==> src/logic/regfile_pkg.sv <==
//////////////////////////////////////////////////////////////////////
// Shared constants for the banked 1024x32 register file.
// Only the four wr0_en patterns below are legal; anything else is
// treated as no write.
//////////////////////////////////////////////////////////////////////

package regfile_pkg;

   //////////////////////////////////////////////////////////////////////
   // Storage geometry
   //////////////////////////////////////////////////////////////////////

   // Banks picked by the low two word-address bits
   localparam int BANKS = 4;

   // One register word
   localparam int WORD_BITS = 32;

   //////////////////////////////////////////////////////////////////////
   // Wide write enable patterns
   //////////////////////////////////////////////////////////////////////

   // No write this cycle
   localparam logic [3:0] EN_NONE = 4'b0000;

   // Single word at wr0_addr
   localparam logic [3:0] EN_ONE = 4'b0001;

   // Two consecutive words
   localparam logic [3:0] EN_TWO = 4'b0011;

   // Four consecutive words
   localparam logic [3:0] EN_FOUR = 4'b1111;

endpackage

==> src/logic/narrow_read_select.sv <==
//////////////////////////////////////////////////////////////////////
// Single word read port. Every bank reads the same row; the bank
// bits are registered to line up with the bank's row register.
//////////////////////////////////////////////////////////////////////

`timescale 1ns/100ps

module narrow_read_select (
   input  logic                                                      clk,
   input  logic                                                      reset,
   input  logic [1:0]                                                bank_sel,
   input  logic [regfile_pkg::BANKS-1:0][regfile_pkg::WORD_BITS-1:0] bank_word,
   output logic [regfile_pkg::WORD_BITS-1:0]                         rd_data
);

   logic [1:0] bank_sel_q;

   always_ff @(posedge clk)
   begin
      if (reset)
      begin
         bank_sel_q <= 2'b00;
      end
      else
      begin
         bank_sel_q <= bank_sel;
      end
   end

   // Word from the bank holding the address
   assign rd_data = bank_word[bank_sel_q];

endmodule

==> config.mk <==
export PLATFORM = sky130hd
export DESIGN_NAME = narrow_read_select
export DESIGN_NICKNAME = d
export VERILOG_FILES = /design/src/logic/regfile_pkg.sv /design/src/logic/narrow_read_select.sv
export SDC_FILE = /design/constraint.sdc
export NUM_CORES = 1
export LEC_CHECK = 0
export ABC_AREA = 1
export BUFFER_PORTS_ARGS = -buffer_cell sky130_fd_sc_hd__buf_2
export CORE_UTILIZATION = 37
export DETAILED_ROUTE_END_ITERATION = 16
export PLACE_DENSITY = 0.92
export SETUP_SLACK_MARGIN = 0.3
export SLEW_MARGIN = 5
export SYNTH_ARGS = -nofsm -noshare
export SYNTH_HDL_FRONTEND = slang
export SYNTH_SLANG_ARGS = --single-unit
export TNS_END_PERCENT = 50
==> constraint.sdc <==
create_clock -name clk -period 1.05 [get_ports clk]
set_input_delay 0.0525 -clock clk [delete_from_list [all_inputs] [get_ports clk]]
set_output_delay 0.0525 -clock clk [all_outputs]
set_load 0.02 [all_outputs]
==> impl_metrics.env, run 1 <==
export IMPL_combinationalPowerShare_pct=76.0
export IMPL_setup_worst_path_end_class="output pin"
export IMPL_cts_htree_levels=1
export IMPL_ir_worst_vdd_mv=0.623
export IMPL_hp_class="in -> reg"
export IMPL_worst_slew_pin_slew_ps=251
export IMPL_critPathLaunchType="flip-flop"
export IMPL_swShare_pct=44.3
export IMPL_wirelength_um=5970
export IMPL_cp_cell_sequence="inv_8 > clkbuf_16 > nand2_1 > nand3_1 > nand2_2 > buf_4"
export IMPL_pre_cts_slack_ps=-32.3
export IMPL_synth_net_count=512
export IMPL_placed_cell_area_mm2=0.00251
export IMPL_drtPass1Iterations=4
export IMPL_start_util_pct=39.6
export IMPL_ys_types=9
export IMPL_drv_slew=0
export IMPL_grtUsageTotal_pct=23.8
export IMPL_ys_warn_count=0
export IMPL_setup_violations=32
export IMPL_crit_slowest_cell="dfxtp_4"
export IMPL_hold_violations=0
export IMPL_nets=672
export IMPL_cts_path_max_buffers=2
export IMPL_detail_route_iter0_violations=103
export IMPL_synth_seq_cells=2
export IMPL_cts_tree="built"
export IMPL_p_per_area_mw_per_mm2=595
export IMPL_dpl_hpwl_um=4330
export IMPL_cp_startpoint="bank_sel_q[0]$_SDFF_PP0_"
export IMPL_layout_setup_ws_ps=-234
export IMPL_seq_area_um2=45.0
export IMPL_postSynthCellCount=380
export IMPL_clk_pin_slew_ps=30
export IMPL_critPathArrivalTime_ps=1230
export IMPL_port_buffers=163
export IMPL_sequentialPowerShare_pct=5.4
export IMPL_total_power_mw=1.67
export IMPL_fin_crit_ps=1280
export IMPL_fp_coreArea_mm2=0.00409
export IMPL_antenna_found_initial=0
export IMPL_cts_buffers=3
export IMPL_violations="negative setup slack"
export IMPL_drive_gt1_share_pct=40.9
export IMPL_fp_dieW_um=68.1
export IMPL_power_switching_uw=740
export IMPL_grt_max_degree=33
export IMPL_grt_pass1_wl_um=8720
export IMPL_drcViolationCount=0
export IMPL_cts_setup_buffers=0
export IMPL_fin_crit_sh_pct=122
export IMPL_avgViaCountPerCell=4.50
export IMPL_yosysSeqAreaShare_pct=2.47
export IMPL_p_leak_nw=2.07
export IMPL_syn_area_mm2=0.00162
export IMPL_largest_register="bank_sel_q"
export IMPL_outcome="finished with violations"
export IMPL_synthTopCellsByArea="nand2_1 (37%), inv_1 (30%), nand3_1 (20%)"
export IMPL_critPathMaxFanout=9
export IMPL_grt_remaining_overflow=0
export IMPL_fill_cells=372
export IMPL_die_h_um=68.1
export IMPL_largest_reg_flops=2
export IMPL_dr_total_vias=2644
export IMPL_yosysTopAreaCell="nand2_1"
export IMPL_num_rows=23
export IMPL_slew_headroom_pct=83.3
export IMPL_max_freq_mhz=779
export IMPL_diodes=0
export IMPL_grt_pass1_vias=2365
export IMPL_io_pins=164
export IMPL_hold_buffers=0
export IMPL_whs_endpoint="bank_sel_q[1]$_SDFF_PP0_"
export IMPL_multi_input_area_mm2=0.00103
export IMPL_rsz0062_at_grt="true"
export IMPL_post_synth_top_area_fraction_pct=37.1
export IMPL_avgSynthCellArea_um2=4.26
export IMPL_slowest_delay_ps=370
export IMPL_numClockSinks=2
export IMPL_internal_power_uw=931
export IMPL_p_clk_share_pct=18.6
export IMPL_die_area_mm2=0.00464
export IMPL_fin_area_mm2=0.00281
export IMPL_path_class="reg -> out"
export IMPL_cts_root_buf="clkbuf_8"
export IMPL_maxCapViolCount=0
export IMPL_drt_wirelength_per_cell_um=10.2
export IMPL_reg_top3="bank_sel_q: 2 flops"
export IMPL_hp_start="reset"
export IMPL_area_delta_synth_final_pct=73.5
export IMPL_hold_depth=2
export IMPL_crit_required_ps=1000
export IMPL_gp_congestion=0.903
export IMPL_ant_nets=0
==> per-stage QoR <==
step	hold slack (ps)	cells	TNS, ps	utilization (%)
after floorplan	116	380	0	-
after global placement	231	581	0	61.5
after detailed placement	234	581	-61.6	61.5
after CTS	6.02	586	-6180	65.6
after global routing	28.7	588	-7900	68.7
final	11.1	588	-6270	68.7
==> power by group through the flow <==
stage               Clock, mW  Sequential [mW]  Combinational, mW
floorplan                   0           0.0844              0.703
global placement            0           0.0869               1.08
detailed placement          0           0.0875               1.10
CTS                     0.318           0.0895               1.18
global route            0.323           0.0910               1.39
finish                  0.311           0.0901               1.27
==> how the worst max path moves through the flow <==
stage	endpoint	slack (ps)	cells after the start
floorplan	rd_data[0]	190	5
global placement	rd_data[31]	10	5
detailed placement	rd_data[23]	-30	4
CTS	rd_data[23]	-220	5
global route	rd_data[5]	-290	6
finish	rd_data[5]	-230	6
==> cells in the final DEF (no fill, tap or decap) <==
cell type and instances:
inv_6 1, buf_2 131, clkbuf_8 3, nand3_1 60, buf_8 1, nand3_2 4
buf_12 2, dfxtp_4 1, buf_4 31, nand2_1 126, buf_16 2, clkbuf_16 2
buf_6 6, dfxtp_2 1, nand2_2 34, inv_8 1, nor2_1 2, inv_1 130
==> area by class of cell <==
class	instances	area share, %
clock buffer	3	1.47
multi-input combinational	226	36.8
sequential	2	1.60
inverter	132	18.1
tap	50	2.23
timing repair buffer	175	39.8
==> cells in the mapped netlist <==
| cell type | number |
|---|---|
| buf_2 | 9 |
| buf_4 | 4 |
| buf_6 | 7 |
| dfxtp_1 | 2 |
| inv_1 | 131 |
| inv_2 | 1 |
| nand2_1 | 160 |
| nand3_1 | 64 |
| nor2_1 | 2 |
==> critical path, delay by kind of cell (launching register included) <==
kind	cells	cell delay (ps)
and+or+nand+nor	3	220
buffers and inverters	3	430
DFF	1	370
==> cells by family after synthesis <==
kind of cell | count (synthesis) | share of synthesized area, %
and+or+nand+nor | 226 | 57.4
DFF | 2 | 2.47
buffers and inverters | 152 | 40.1
==> routing by layer <==
layer  vias up  part of all wire [%]  track usage (%)
li1       1373                     -                -
met4         0                   2.8             9.38
met5         -                     0                0
met2       118                    55             50.0
met1      1130                    37             22.3
met3        23                   5.7             3.00
==> repair_timing <==
item                                    4_1_cts  5_1_grt
pin swaps                                     3        0
gates cloned                                  2        2
endpoints found under the setup margin       32       32
gates resized for setup                      28       26
No activity file was read; power rests on OpenSTA's default activity.
==> run 2, diff against run 1 <==
- ABC_AREA: 1 -> not set
- CORE_AREA: not set -> 2 2 63 65
- CORE_UTILIZATION: 37 -> not set
- DIE_AREA: not set -> 0 0 65 67
- PLACE_DENSITY: 0.92 -> 0.84
- SLEW_MARGIN: 5 -> not set
==> impl_metrics.env, run 2 <==
export IMPL_outcome="finished with violations"
export IMPL_violations="negative setup slack"
export IMPL_p_per_area_mw_per_mm2=700
export IMPL_ant_nets=0
export IMPL_synth_net_count=175
export IMPL_ys_types=7
export IMPL_fill_cells=331
export IMPL_critPathMaxFanout=8
export IMPL_critPathArrivalTime_ps=1490
export IMPL_p_leak_nw=0.976
export IMPL_die_area_mm2=0.00436
export IMPL_mostFrequentLayoutCells="buf_2 (144), mux4_2 (30), buf_6 (20)"
export IMPL_max_freq_mhz=646
export IMPL_synthTopCellsByArea="mux4_2 (78%), buf_12 (6.9%), mux4_1 (6.1%)"
export IMPL_yosysSeqAreaShare_pct=4.62
export IMPL_crit_required_ps=1000
export IMPL_grt_max_degree=33
export IMPL_fin_crit_sh_pct=147
export IMPL_finalHoldWorstSlack_ps=59.3
export IMPL_drt_wirelength_per_cell_um=16.4
export IMPL_cpMostUsedCell="buf_6"
export IMPL_yosysTopAreaCell="mux4_2"
export IMPL_ir_worst_vdd_mv=1.06
export IMPL_slew_headroom_pct=88.5
export IMPL_detail_route_iter0_violations=45
export IMPL_drcViolationCount=0
export IMPL_hold_depth=2
export IMPL_placed_cell_area_mm2=0.00172
export IMPL_numClockSinks=2
export IMPL_reg_top3="bank_sel_q: 2 flops"
export IMPL_layout_setup_ws_ps=-497
export IMPL_nets=344
export IMPL_postSynthCellCount=43
export IMPL_fp_coreArea_mm2=0.00361
export IMPL_cp_cell_sequence="buf_6 > buf_12 > mux4_2 > buf_6"
export IMPL_synth_edf_count=0
export IMPL_hold_violations=0
export IMPL_ys_warn_count=0
export IMPL_synth_ff_type="dfxtp_1"
export IMPL_synth_seq_cells=2
export IMPL_cts_path_max_buffers=2
export IMPL_cts_tree="built"
export IMPL_diodes=0
export IMPL_post_synth_top_area_fraction_pct=77.9
export IMPL_slowest_delay_ps=520
export IMPL_drive_gt1_share_pct=97.1
export IMPL_grt_pass1_vias=1343
export IMPL_drtPass1Iterations=4
export IMPL_fin_crit_ps=1550
export IMPL_critPathLaunchType="flip-flop"
export IMPL_async_flop_share_pct=0
export IMPL_area_delta_synth_final_pct=126
export IMPL_maxCapViolCount=0
export IMPL_num_rows=22
export IMPL_die_h_um=67
export IMPL_hp_start="bank_sel[1]"
export IMPL_final_common_cell="buf_2"
export IMPL_cts_buffers=3
export IMPL_largest_reg_flops=2
export IMPL_fin_area_mm2=0.00196
export IMPL_dr_total_vias=1231
export IMPL_yosysMostFrequentCell="mux4_2"
export IMPL_whs_endpoint="bank_sel_q[1]$_SDFF_PP0_"
export IMPL_clk_pin_slew_ps=30
export IMPL_pre_cts_slack_ps=-292
export IMPL_drv_slew=0
export IMPL_final_core_util_pct=54.3
export IMPL_grt_pass1_wl_um=5790
export IMPL_grt_remaining_overflow=0
export IMPL_fp_dieW_um=65
export IMPL_grtUsageTotal_pct=17.5
export IMPL_port_buffers=163
export IMPL_avgSynthCellArea_um2=20.2
export IMPL_cts_root_buf="clkbuf_8"
export IMPL_antenna_found_initial=0
export IMPL_avgViaCountPerCell=4.77
export IMPL_syn_area_um2=867
export IMPL_hp_class="in -> reg"
export IMPL_gp_congestion=0.725
export IMPL_setup_violations=32
export IMPL_wirelength_um=4230
export IMPL_rsz0062_at_grt="true"
export IMPL_cts_htree_levels=1
export IMPL_path_class="reg -> out"
export IMPL_crit_slowest_cell="mux4_2"
export IMPL_setup_worst_path_end_class="output pin"
export IMPL_largest_register="bank_sel_q"
export IMPL_worst_slew_pin_slew_ps=172
export IMPL_ys_top_cells_by_count="mux4_2 (30), buf_12 (3), buf_2 (3)"
export IMPL_start_util_pct=24.0
export IMPL_io_pins=164
[run 2: cell types whose count changed after synthesis, moves of 4 or more]
cell     previous run  this run
buf_6               7         1
mux4_2              0        30
inv_1             131         0
nand3_1            64         0
buf_2               9         3
buf_4               4         0
nand2_1           160         0
[run 2: worst max-delay path by stage]
stage,start,endpoint,slack [ps],cells past startpoint
global route,bank_sel_q[0]$_SDFF_PP0_,rd_data[10],-540,4
global placement,bank_sel_q[0]$_SDFF_PP0_,rd_data[10],-280,3
CTS,bank_sel_q[0]$_SDFF_PP0_,rd_data[8],-500,4
detailed placement,bank_sel_q[0]$_SDFF_PP0_,rd_data[8],-290,3
finish,bank_sel_q[0]$_SDFF_PP0_,rd_data[27],-500,4
floorplan,bank_sel_q[0]$_SDFF_PP0_,rd_data[10],-140,3
[run 2: metrics by stage]
step,std cells,total power [mW],setup TNS (ps)
after floorplan,43,0.557,-4450
after global placement,250,0.907,-8080
after detailed placement,250,0.931,-8500
after CTS,258,1.35,-15010
after global routing,258,1.44,-16210
final,258,1.37,-14750
[run 2: power breakdown]
| part | leakage [nW] | switching, mW | internal (mW) |
|---|---|---|---|
| logic | 0.937 | 0.404 | 0.577 |
| registers | 0.0172 | 0.00608 | 0.0799 |
| clock network | 0.0216 | 0.0611 | 0.242 |
| total | 0.976 | 0.471 | 0.899 |
[run 2: cell families after synthesis]
kind of cell / count (synthesis) / synth area share [%]
multiplexers: 32 / 84.0
flip-flops: 2 / 4.62
AND/OR/NAND/NOR: 2 / 1.44
buffers and inverters: 7 / 9.96
[run 2: timing repair]
| action | in CTS | in global routing |
|---|---|---|
| pin swaps | 0 | 0 |
| gates resized for setup | 31 | 10 |
| hold endpoints to repair | 1 | 0 |
| endpoints found under the setup margin | 32 | 32 |
| cloned | 1 | 0 |
| buffers inserted | 3 | 0 |
| hold buffers | 1 | 0 |
[run 2: layout make-up]
cell class	count	area, um2	area share (%)
Timing Repair Buffer	171	1070	54.7
Multi-Input combinational cell	34	741	37.9
Tap cell	48	60.1	3.07
Sequential cell	2	43.8	2.24
Clock buffer	3	41.3	2.11
[run 2: per-layer routing]
layer	share of wire, %	up-vias	track usage (%)
li1	-	557	-
met1	34	602	19.8
met3	6.5	4	2.53
met5	0	-	0
met2	59	68	33.5
met4	0.85	0	5.85
[run 2: critical path: cells and delay by family (launching register included)]
kind	cells	cell delay, ps
flip-flops	1	380
buffers and inverters	3	380
multiplexers	1	520
