**config.mk**
```make
export PLATFORM = sky130hd
export DESIGN_NAME = wide_read_gather
export DESIGN_NICKNAME = d
export VERILOG_FILES = /design/src/logic/regfile_pkg.sv /design/src/logic/wide_read_gather.sv
export SDC_FILE = /design/constraint.sdc
export NUM_CORES = 1
export LEC_CHECK = 0
export ABC_AREA = 1
export BUFFER_PORTS_ARGS = -buffer_cell sky130_fd_sc_hd__buf_2
export CORE_AREA = 2 2 117 119
export CTS_BUF_LIST = sky130_fd_sc_hd__clkbuf_2
export CTS_CLUSTER_DIAMETER = 40
export DETAILED_ROUTE_END_ITERATION = 8
export DIE_AREA = 0 0 119 121
export MAX_ROUTING_LAYER = met4
export PLACE_DENSITY_LB_ADDON = 0.1
export SLEW_MARGIN = 20
export SYNTH_ARGS = -nofsm -noshare
export SYNTH_HDL_FRONTEND = slang
export SYNTH_SLANG_ARGS = --single-unit
```
**constraint.sdc**
```tcl
create_clock -name clk -period 2.35 [get_ports clk]
set_input_delay 0.3525 -clock clk [delete_from_list [all_inputs] [get_ports clk]]
set_output_delay 0.3525 -clock clk [all_outputs]
set_load 0.03 [all_outputs]
```
**src/logic/regfile_pkg.sv**
```systemverilog
//////////////////////////////////////////////////////////////////////
// Shared constants for the banked 1024x32 register file.
// Only the four wr0_en patterns below are legal; anything else is
// treated as no write.
//////////////////////////////////////////////////////////////////////

package regfile_pkg;

   //////////////////////////////////////////////////////////////////////
   // Storage geometry
   //////////////////////////////////////////////////////////////////////

   // Banks picked by the low two word-address bits
   localparam int BANKS = 4;

   // One register word
   localparam int WORD_BITS = 32;

   //////////////////////////////////////////////////////////////////////
   // Wide write enable patterns
   //////////////////////////////////////////////////////////////////////

   // No write this cycle
   localparam logic [3:0] EN_NONE = 4'b0000;

   // Single word at wr0_addr
   localparam logic [3:0] EN_ONE = 4'b0001;

   // Two consecutive words
   localparam logic [3:0] EN_TWO = 4'b0011;

   // Four consecutive words
   localparam logic [3:0] EN_FOUR = 4'b1111;

endpackage

```
**src/logic/wide_read_gather.sv**
```systemverilog
//////////////////////////////////////////////////////////////////////
// Wide read port routing. Rotates rows out to the banks and puts the
// returned words back in address order one cycle later.
// rd0_addr must be known whenever reset is low.
//////////////////////////////////////////////////////////////////////

`timescale 1ns/100ps

module wide_read_gather #(
   parameter int ADDR_BITS = 10,
   localparam int ROW_BITS = ADDR_BITS - 2
) (
   input  logic                                                      clk,
   input  logic                                                      reset,
   input  logic [ADDR_BITS-1:0]                                      rd0_addr,
   output logic [regfile_pkg::BANKS-1:0][ROW_BITS-1:0]               bank_rd_row,
   input  logic [regfile_pkg::BANKS-1:0][regfile_pkg::WORD_BITS-1:0] bank_rd_word,
   output logic [regfile_pkg::BANKS*regfile_pkg::WORD_BITS-1:0]      rd0_data
);

   logic [1:0] offset;
   logic [1:0] offset_q;

   assign offset = rd0_addr[1:0];

   // Same rotation as the write side
   always_comb
   begin
      for (int b = 0; b < regfile_pkg::BANKS; b++)
      begin
         logic [1:0] lane;
         logic [ADDR_BITS-1:0] lane_addr;

         lane = 2'(b) - offset;
         lane_addr = rd0_addr + ADDR_BITS'(lane);
         bank_rd_row[b] = lane_addr[ADDR_BITS-1:2];
      end
   end

   // Offset follows the bank row register
   always_ff @(posedge clk)
   begin
      if (reset)
      begin
         offset_q <= 2'b00;
      end
      else
      begin
         offset_q <= offset;
      end
   end

   //////////////////////////////////////////////////////////////////////
   // Return path, lane k from bank (offset + k) mod 4
   //////////////////////////////////////////////////////////////////////

   always_comb
   begin
      for (int k = 0; k < regfile_pkg::BANKS; k++)
      begin
         rd0_data[k*regfile_pkg::WORD_BITS +: regfile_pkg::WORD_BITS] =
            bank_rd_word[2'(k) + offset_q];
      end
   end

   // An X here would corrupt all four bank rows at once
   addr_known: assert property (@(posedge clk) disable iff (reset)
                                !$isunknown(rd0_addr))
      else $error("wide_read_gather: rd0_addr has unknown bits");

endmodule

```
==> run metrics, run 1 <==
max cap viols=0; Filler Cell Count=1524; postcts setup bufs=0; IO Count=300; P&R area growth vs syn=40.23%; total core area=13090 um2; WHS=329.3 ps; routability cong.=0.7850; Initial Utilization=28.00%; Ant. Diodes=0; multiplexer share of the synthesized area=0%; CTS root buf=clkbuf_2; sequential share of power=2.1%; IO Port Bufs=299; Setup-failing EPs final=0; max_slew headroom=66.37%; Top Registers=offset_q (2); setup TNS=0 ps; status=finished clean; syn_nets=945; Hold Crit Class=primary input to flop; HPWL after detailed placement=10670 um; Seq/Total Area, Yosys=1.093%; fin crit period=2077 ps; wire per inst=10.52 um; Worst VDD drop=146.4 uV; commonest non-fill, non-tap cells in the layout=buf_2 (299), nand2_1 (227), inv_1 (143), o21ai_0 (134), nor2_1 (71); clk slew on worst S/H paths=30 ps; Psw=1.271 mW; Worst Path Arrival=1720 ps; Switching Share=68.21%; Fmax=481.4 MHz; Worst Setup Path Type=primary input to output port; clock sink count=2; Final Hold Viols=0; most common cell after layout, fill and taps aside=buf_2; initial antenna violation count=0; Die ar.=14400 um2; Slew Viols, Final=0; Place WS=267.4 ps; largest net degree at the start of global routing=129; Final #Nets=1192; XOR/XNOR Fraction of Synth Area=4.064%; Comb power frac=94.9%; antenna-violating nets left=0; hold buffers post-CTS=0; final period utilization=88.40%; Final WS setup=272.6 ps; cell-internal power=592.6 uW; Mapped Cells=800; via density per instance=4.343; Req. time, crit path=2000 ps; Clock Power Share=3.0%; reported leakage power=2.986 nW; Biggest register=offset_q; Vias=5303; vias in the first global route=4240; Chip Width=119 um; fraction of layout cells with a size suffix above 1=30.14%; first-pass GRT wire length=19570 um; mapped cell area=3664 um2; Site Rows=42; Post-Layout Cell Count=1221; grt ovf=0; Synth Area in Simple Gates=32.51%; post_cts resized=0; DRC Markers=0; initial drt markers=234; main combinational cell family by area after synthesis=compound AO/OA/AOI/OAI gates; CTS HTree Levels=1; kind of end point of the critical path=output port; final WL=12850 um; Die Height=121 um; Post-Synth Adder-Cell Area=1.708%; Clock Tree Buf Depth=2; max reg flops=2; GRT Resource Usage Total=16.64%; Synth warnings=0; placed cell count=1218; CP Launch Type=primary input; first-pass detailed-route iteration total=6; RSZ-0062 raised after global routing=no; PwrDens=362.8 nW/um2; CP Max Fanout=8; CTS tree=yes; Syn Area/Cell=4.579 um2; Num CTS Buffers=3; count of cell types in the netlist=20; Compound-Gate Fraction of Synth Area=34.97%; Worst Tran Pin Value=500.5 ps; #FFs+latches synth=2
[final timing paths]
| kind | start | endpoint | cells past startpoint |
|---|---|---|---|
| hold / removal | reset | offset_q[0] | 2 |
| setup / recovery | rd0_addr[1] | bank_rd_row[23] | 11 |
[power by group through the flow]
stage	logic [mW]	clock network (mW)	registers, mW
after detailed placement	1.78	0	0.0392
after CTS	1.79	0.0592	0.0388
final	1.77	0.0567	0.0386
after global routing	1.94	0.0615	0.0389
after global placement	1.78	0	0.0393
after floorplan	1.27	0	0.0382
[worst max-delay path: stages]
cell     delay (ps)
buf_2           170
inv_1           100
ha_1            310
inv_1            60
nand2_1          50
nand3_1          70
nand2_1         200
nand3_1         100
nand2_1          80
nand2_1          50
buf_2           170
[cell usage after synthesis]
cell	count	share of area, %
buf_6	12	3.7
clkbuf_2	1	0.14
buf_1	6	0.61
clkbuf_1	20	2.0
o21ai_0	134	18
o21ai_1	58	7.9
xnor2_1	3	0.72
nor2_1	71	7.3
nor3_1	1	0.14
ha_1	5	1.7
buf_4	12	2.5
nand4_1	2	0.34
dfxtp_1	2	1.1
nand2_1	227	23
inv_1	143	15
xor2_1	14	3.3
nand3_1	9	1.2
buf_2	15	2.0
nor3_2	1	0.27
a21oi_1	64	8.7
[area by class of cell]
cell class              count  area [um2]  area share [%]
clock buffers               3       15.01          0.2923
multi-input cells         589        2691           52.39
well taps                 176       220.2           4.286
repair buffers            308        1627           31.66
inverters                 143       536.8           10.45
flip-flops and latches      2       47.55          0.9255
[per-layer routing]
metal  up-vias  part of all wire (%)  track usage [%]
li1       2973                     -                -
met1      2132                    43            19.66
met2       191                    49            30.14
met3         7                   7.7            2.914
met4         0                  0.69            2.530
met5         -                     0                -
[through the flow]
stage / cell area, um2 / util [%] / total power [mW]
finish: 5137 / 39.26 / 1.864
global route: 5137 / 39.26 / 2.037
detailed placement: 5122 / 39.15 / 1.820
global placement: 5122 / 39.15 / 1.821
CTS: 5137 / 39.26 / 1.883
floorplan: 3664 / - / 1.311
[cells by family (layout without fill, tap and decap cells)]
family                     after synthesis  in the layout
and+or+nand+nor                        311            311
adders and majority gates                5              5
xor gates and xnor gates                17             17
buffers and inverters                  209            454
DFF                                      2              2
AOI/OAI and AO/OA                      256            256
(Power assumes the default switching activity.)
==> run 2, diff against run 1 <==
--- a/config.mk
+++ b/config.mk
@@ -14,6 +14,7 @@
 export DIE_AREA = 0 0 119 121
 export MAX_ROUTING_LAYER = met4
 export PLACE_DENSITY_LB_ADDON = 0.1
+export REMOVE_ABC_BUFFERS = 1
 export SLEW_MARGIN = 20
 export SYNTH_ARGS = -nofsm -noshare
 export SYNTH_HDL_FRONTEND = slang
==> run 2 against run 1 <==
Clock-buffer cell count is the same. Setup slack worse by 27 ps. Via count shrank 0.58%. Cell count is essentially flat. Core utilization down 0.077 points. Die area stayed put. Sequential share of layout area is essentially flat. Critical endpoint unchanged. Largest cell class unchanged. Highest routed layer unchanged.
==> run metrics, run 2 (synthesis gave the netlist of run 1 again) <==
status=finished clean; antenna-violating nets left=0 (unchanged); Final Hold Viols=0 (unchanged); final period utilization=89.53% (+1.1 points); Top Registers=offset_q (2); Setup-failing EPs final=0 (unchanged); storage element area=47.55 um2 (unchanged); most common cell after layout, fill and taps aside=buf_2; WHS=332.0 ps (+2.693 ps); area taken by multi-input logic gates=2691 um2 (unchanged); largest net degree at the start of global routing=97 (-25%); postcts setup bufs=0 (unchanged); CTS root buf=clkbuf_2; IO Port Bufs=299 (unchanged); Worst setup endpoint=bank_rd_row[23]; Chip Width=119 um (unchanged); vias in the first global route=4492 (+5.9%); Die Height=121 um (unchanged); Worst Tran Pin Value=495.6 ps (-4.889 ps); CTS tree=yes; Req. time, crit path=2000 ps (about the same); Worst VDD drop=172.3 uV (+18%); reported leakage power=2.983 nW (-0.10%); hold buffers post-CTS=0 (unchanged); max_slew headroom=66.70% (+0.33 points); routability cong.=0.8416 (+7.2%); Site Rows=42 (unchanged); Worst Path Arrival=1750 ps (+30 ps); Num CTS Buffers=3 (unchanged); Initial Utilization=28.00% (unchanged); clk slew on worst S/H paths=30 ps (about the same); Fmax=475.3 MHz (-1.3%); Vias=5272 (-0.58%); first-pass GRT wire length=21310 um (+8.9%); commonest non-fill, non-tap cells in the layout=buf_2 (299), nand2_1 (227), inv_1 (143), o21ai_0 (134), nor2_1 (71); first-pass detailed-route iteration total=4 (-2); CP Max Fanout=8 (unchanged); max reg flops=2 (unchanged); fin crit period=2104 ps (+26.59 ps); PwrDens=363.7 nW/um2 (+0.24%); Critical Path Start=rd0_addr[1]; clock sink count=2 (unchanged); Filler Cell Count=1574 (+3.3%); max cap viols=0 (unchanged); IO Count=300 (unchanged); CP Launch Type=primary input; Clock Tree Buf Depth=2 (unchanged); via density per instance=4.314 (-0.67%); Die ar.=14400 um2 (unchanged); HPWL after detailed placement=11460 um (+7.4%); Hold Crit Class=primary input to flop; Biggest register=offset_q; total core area=13090 um2 (unchanged); post_cts resized=0 (unchanged); fraction of layout cells with a size suffix above 1=30.14% (unchanged); Worst Setup Path Type=primary input to output port; Slew Viols, Final=0 (unchanged); RSZ-0062 raised after global routing=no; Final Util=39.19% (-0.077 points); initial antenna violation count=1 (+1); wire per inst=11.18 um (+6.2%); P&R area growth vs syn=39.96%; final WL=13660 um (+6.3%); GRT Resource Usage Total=18.15% (+1.5 points); initial drt markers=229 (-2.1%); Final #Nets=1192 (unchanged); CTS HTree Levels=1 (unchanged); grt ovf=0 (unchanged); DRC Markers=0 (unchanged); kind of end point of the critical path=output port
run 2: cell type report:
type | instances | area share [%]
multi-input combinational | 589 | 52.49
antenna | 1 | 0.04880
clock buffer | 3 | 0.2928
timing repair buffer | 308 | 31.48
sequential | 2 | 0.9273
tap | 176 | 4.295
inverter | 143 | 10.47
run 2: worst max-delay path: stages:
cell and delay (ps):
buf_2 160, inv_1 100, ha_1 320, inv_1 60, nand2_1 50, nand3_1 70, nand2_1 220, nand4_1 130
nand2_1 90, buf_2 190
run 2: metal layers:
layer | track usage [%] | wire [um]
met5 | - | 0
met4 | 3.423 | 233
met3 | 1.974 | 747
met2 | 32.97 | 6628
met1 | 21.83 | 6046
run 2: metrics by stage:
step | std cells | setup WS (ps) | power, mW | cell area [um2] | setup TNS, ps
floorplan | 734 | -8201 | 1.270 | 3261 | -728560
global placement | 1218 | 285.1 | 1.822 | 5110 | 0
detailed placement | 1218 | 253.1 | 1.821 | 5110 | 0
CTS | 1221 | 236.6 | 1.883 | 5125 | 0
global route | 1222 | 26.01 | 2.042 | 5127 | 0
finish | 1222 | 246.0 | 1.865 | 5127 | 0
run 2: power breakdown:
part,switching (mW),total [mW],internal [mW],leakage (nW)
clock,0.0208,0.0548,0.0340,0.0125
sequential,0.00691,0.0422,0.0352,0.0178
combinational,1.25,1.77,0.514,2.95
total,1.28,1.86,0.584,2.98
run 2: how the worst min path moves through the flow:
stage | startpoint | endpoint | slack (ps) | cells after the start
after floorplan | reset | offset_q[0] | 420 | 1
after global routing | reset | offset_q[0] | 330 | 2
after detailed placement | reset | offset_q[0] | 530 | 2
after global placement | reset | offset_q[0] | 540 | 2
after CTS | reset | offset_q[1] | 320 | 2
final | reset | offset_q[1] | 330 | 2
==> run 3, diff against run 2 <==
--- a/config.mk
+++ b/config.mk
@@ -7,11 +7,11 @@
 export LEC_CHECK = 0
 export ABC_AREA = 1
 export BUFFER_PORTS_ARGS = -buffer_cell sky130_fd_sc_hd__buf_2
-export CORE_AREA = 2 2 117 119
+export CORE_AREA = 2 2 116 118
 export CTS_BUF_LIST = sky130_fd_sc_hd__clkbuf_2
 export CTS_CLUSTER_DIAMETER = 40
 export DETAILED_ROUTE_END_ITERATION = 8
-export DIE_AREA = 0 0 119 121
+export DIE_AREA = 0 0 118 120
 export MAX_ROUTING_LAYER = met4
 export PLACE_DENSITY_LB_ADDON = 0.1
 export REMOVE_ABC_BUFFERS = 1
==> run 3 against run 2 <==
Cell count shrank 0.25%. Clock power is essentially flat. Sequential share of layout area is essentially flat. Highest routed layer unchanged. Clock-buffer cell count is the same. Critical path type unchanged. Maximum frequency grew 1.5%.
==> run metrics, run 3 (synthesis gave the netlist of run 1 again) <==
Comb power frac=94.8% (about the same); Psw=1.274 mW (-0.52%); final WL=13420 um (-1.8%); IO Count=300 (unchanged); max cap viols=0 (unchanged); Final Hold Viols=0 (unchanged); P&R area growth vs syn=39.82% (about the same); Biggest register=offset_q; slowest stage cell on the critical path=ha_1; fraction of layout cells with a size suffix above 1=30.01% (-0.13 points); Final #Nets=1190 (-0.17%); Worst Tran Pin Value=502.4 ps (+6.780 ps); final period utilization=88.24% (-1.3 points); first-pass detailed-route iteration total=4 (unchanged); reported leakage power=2.976 nW (-0.22%); grt ovf=0 (unchanged); RSZ-0062 raised after global routing=no; antenna-violating nets left=0 (unchanged); Worst VDD drop=161.3 uV (-6.4%); Worst Setup Path Type=primary input to output port; Die Height=120 um (-0.83%); vias in the first global route=4468 (-0.53%); Initial Utilization=28.22% (+0.23 points); Slew Viols, Final=0 (unchanged); Hold Crit Class=primary input to flop; Fmax=482.2 MHz (+1.5%); CTS root buf=clkbuf_2; Ant. Diodes=0 (-1); wire per inst=11.00 um (-1.5%); CTS tree=yes; IO Port Bufs=299 (unchanged); Site Rows=42 (unchanged); CTS HTree Levels=1 (unchanged); total power draw=1.858 mW (-0.36%); most common cell after layout, fill and taps aside=buf_2; max reg flops=2 (unchanged); GRT Resource Usage Total=18.34% (+0.19 points); max_slew headroom=66.25% (-0.46 points); initial antenna violation count=0 (-1); clock sink count=2 (unchanged); Clock Power Share=2.9% (about the same); initial drt markers=218 (-4.8%); Setup-failing EPs final=0 (unchanged); CP Launch Type=primary input; clk slew on worst S/H paths=30 ps (about the same); Vias=5375 (+2.0%); PwrDens=362.7 nW/um2 (-0.26%); storage element area=47.55 um2 (unchanged); Final Util=39.46% (+0.28 points); fin crit period=2074 ps (-30.35 ps); CP bufs+invs=4 (unchanged); postcts setup bufs=0 (unchanged); Crit path max-delay family=simple AND/OR/NAND/NOR gates; Req. time, crit path=2000 ps (about the same); DRC Markers=0 (unchanged); post_cts resized=0 (unchanged); via density per instance=4.409 (+2.2%); Clock Tree Buf Depth=2 (unchanged); cell mode on critical path=nand2_1; Switching Share=68.59% (-0.11 points); routability cong.=0.8512 (+1.1%); critical path cell sequence=buf_2 -> inv_1 -> ha_1 -> inv_1 -> nand2_1 -> nand3_1 -> nand2_1 -> nand3_1 -> nand2_1 -> nand2_1 -> buf_2; HPWL after detailed placement=11140 um (-2.9%); Die ar.=14160 um2 (-1.7%); cell-internal power=583.6 uW (about the same); commonest non-fill, non-tap cells in the layout=buf_2 (299), nand2_1 (227), inv_1 (143), o21ai_0 (134), nor2_1 (71); stages on the worst setup path=11 (+1); kind of end point of the critical path=output port; Worst setup endpoint=bank_rd_row[23]; area taken by multi-input logic gates=2691 um2 (unchanged); hold buffers post-CTS=0 (unchanged); sequential share of power=2.2% (about the same); total core area=12980 um2 (-0.80%); Filler Cell Count=1591 (+1.1%); Top Registers=offset_q (2); Critical Path Start=rd0_addr[1]; Largest stage delay, worst path=320 ps (about the same); largest net degree at the start of global routing=129 (+33%); Chip Width=118 um (-0.84%); CP Max Fanout=8 (unchanged); status=finished clean; Num CTS Buffers=3 (unchanged); first-pass GRT wire length=21070 um (-1.1%); Worst Path Arrival=1720 ps (-30 ps)
## run 3: how the worst min path moves through the flow
stage                              to  cells after the start  start
final                     offset_q[1]                      2  reset
after global routing      offset_q[0]                      2  reset
after CTS                 offset_q[0]                      2  reset
after detailed placement  offset_q[0]                      2  reset
after global placement    offset_q[0]                      2  reset
after floorplan           offset_q[0]                      1  reset
## run 3: layer usage
metal / GRT usage, % / wire length (um) / vias up / part of all wire [%]
li1: - / - / 2976 / -
met1: 21.87 / 5822 / 2196 / 43
met2: 33.25 / 6562 / 186 / 49
met3: 1.949 / 799 / 17 / 6.0
met4: 4.142 / 230 / 0 / 1.7
met5: - / 0 / - / 0
## run 3: stage by stage
step	hold WS (ps)	setup TNS (ps)	setup WS (ps)	cell area, um2	instances
2_1_floorplan	424.9	-728560	-8201	3261	734
3_5_place_dp	524.9	0	281.2	5107	1216
5_1_grt	320.7	0	52.08	5122	1219
6_report	324.4	0	276.3	5122	1219
3_3_place_gp	525.5	0	293.5	5107	1216
4_1_cts	309.5	0	285.2	5122	1219
## run 3: power by group through the flow
stage | logic [mW] | registers (mW) | clock network, mW
floorplan | 1.18 | 0.0952 | 0
global placement | 1.77 | 0.0422 | 0
detailed placement | 1.77 | 0.0424 | 0
CTS | 1.78 | 0.0418 | 0.0594
global route | 1.93 | 0.0426 | 0.0615
finish | 1.76 | 0.0417 | 0.0545
## run 3: layout make-up
cell class,instances,share of cell area (%)
clock buffer,3,0.2931
sequential,2,0.9282
multi-input combinational,589,52.54
timing repair buffer,306,31.46
inverter,143,10.48
tap,176,4.299
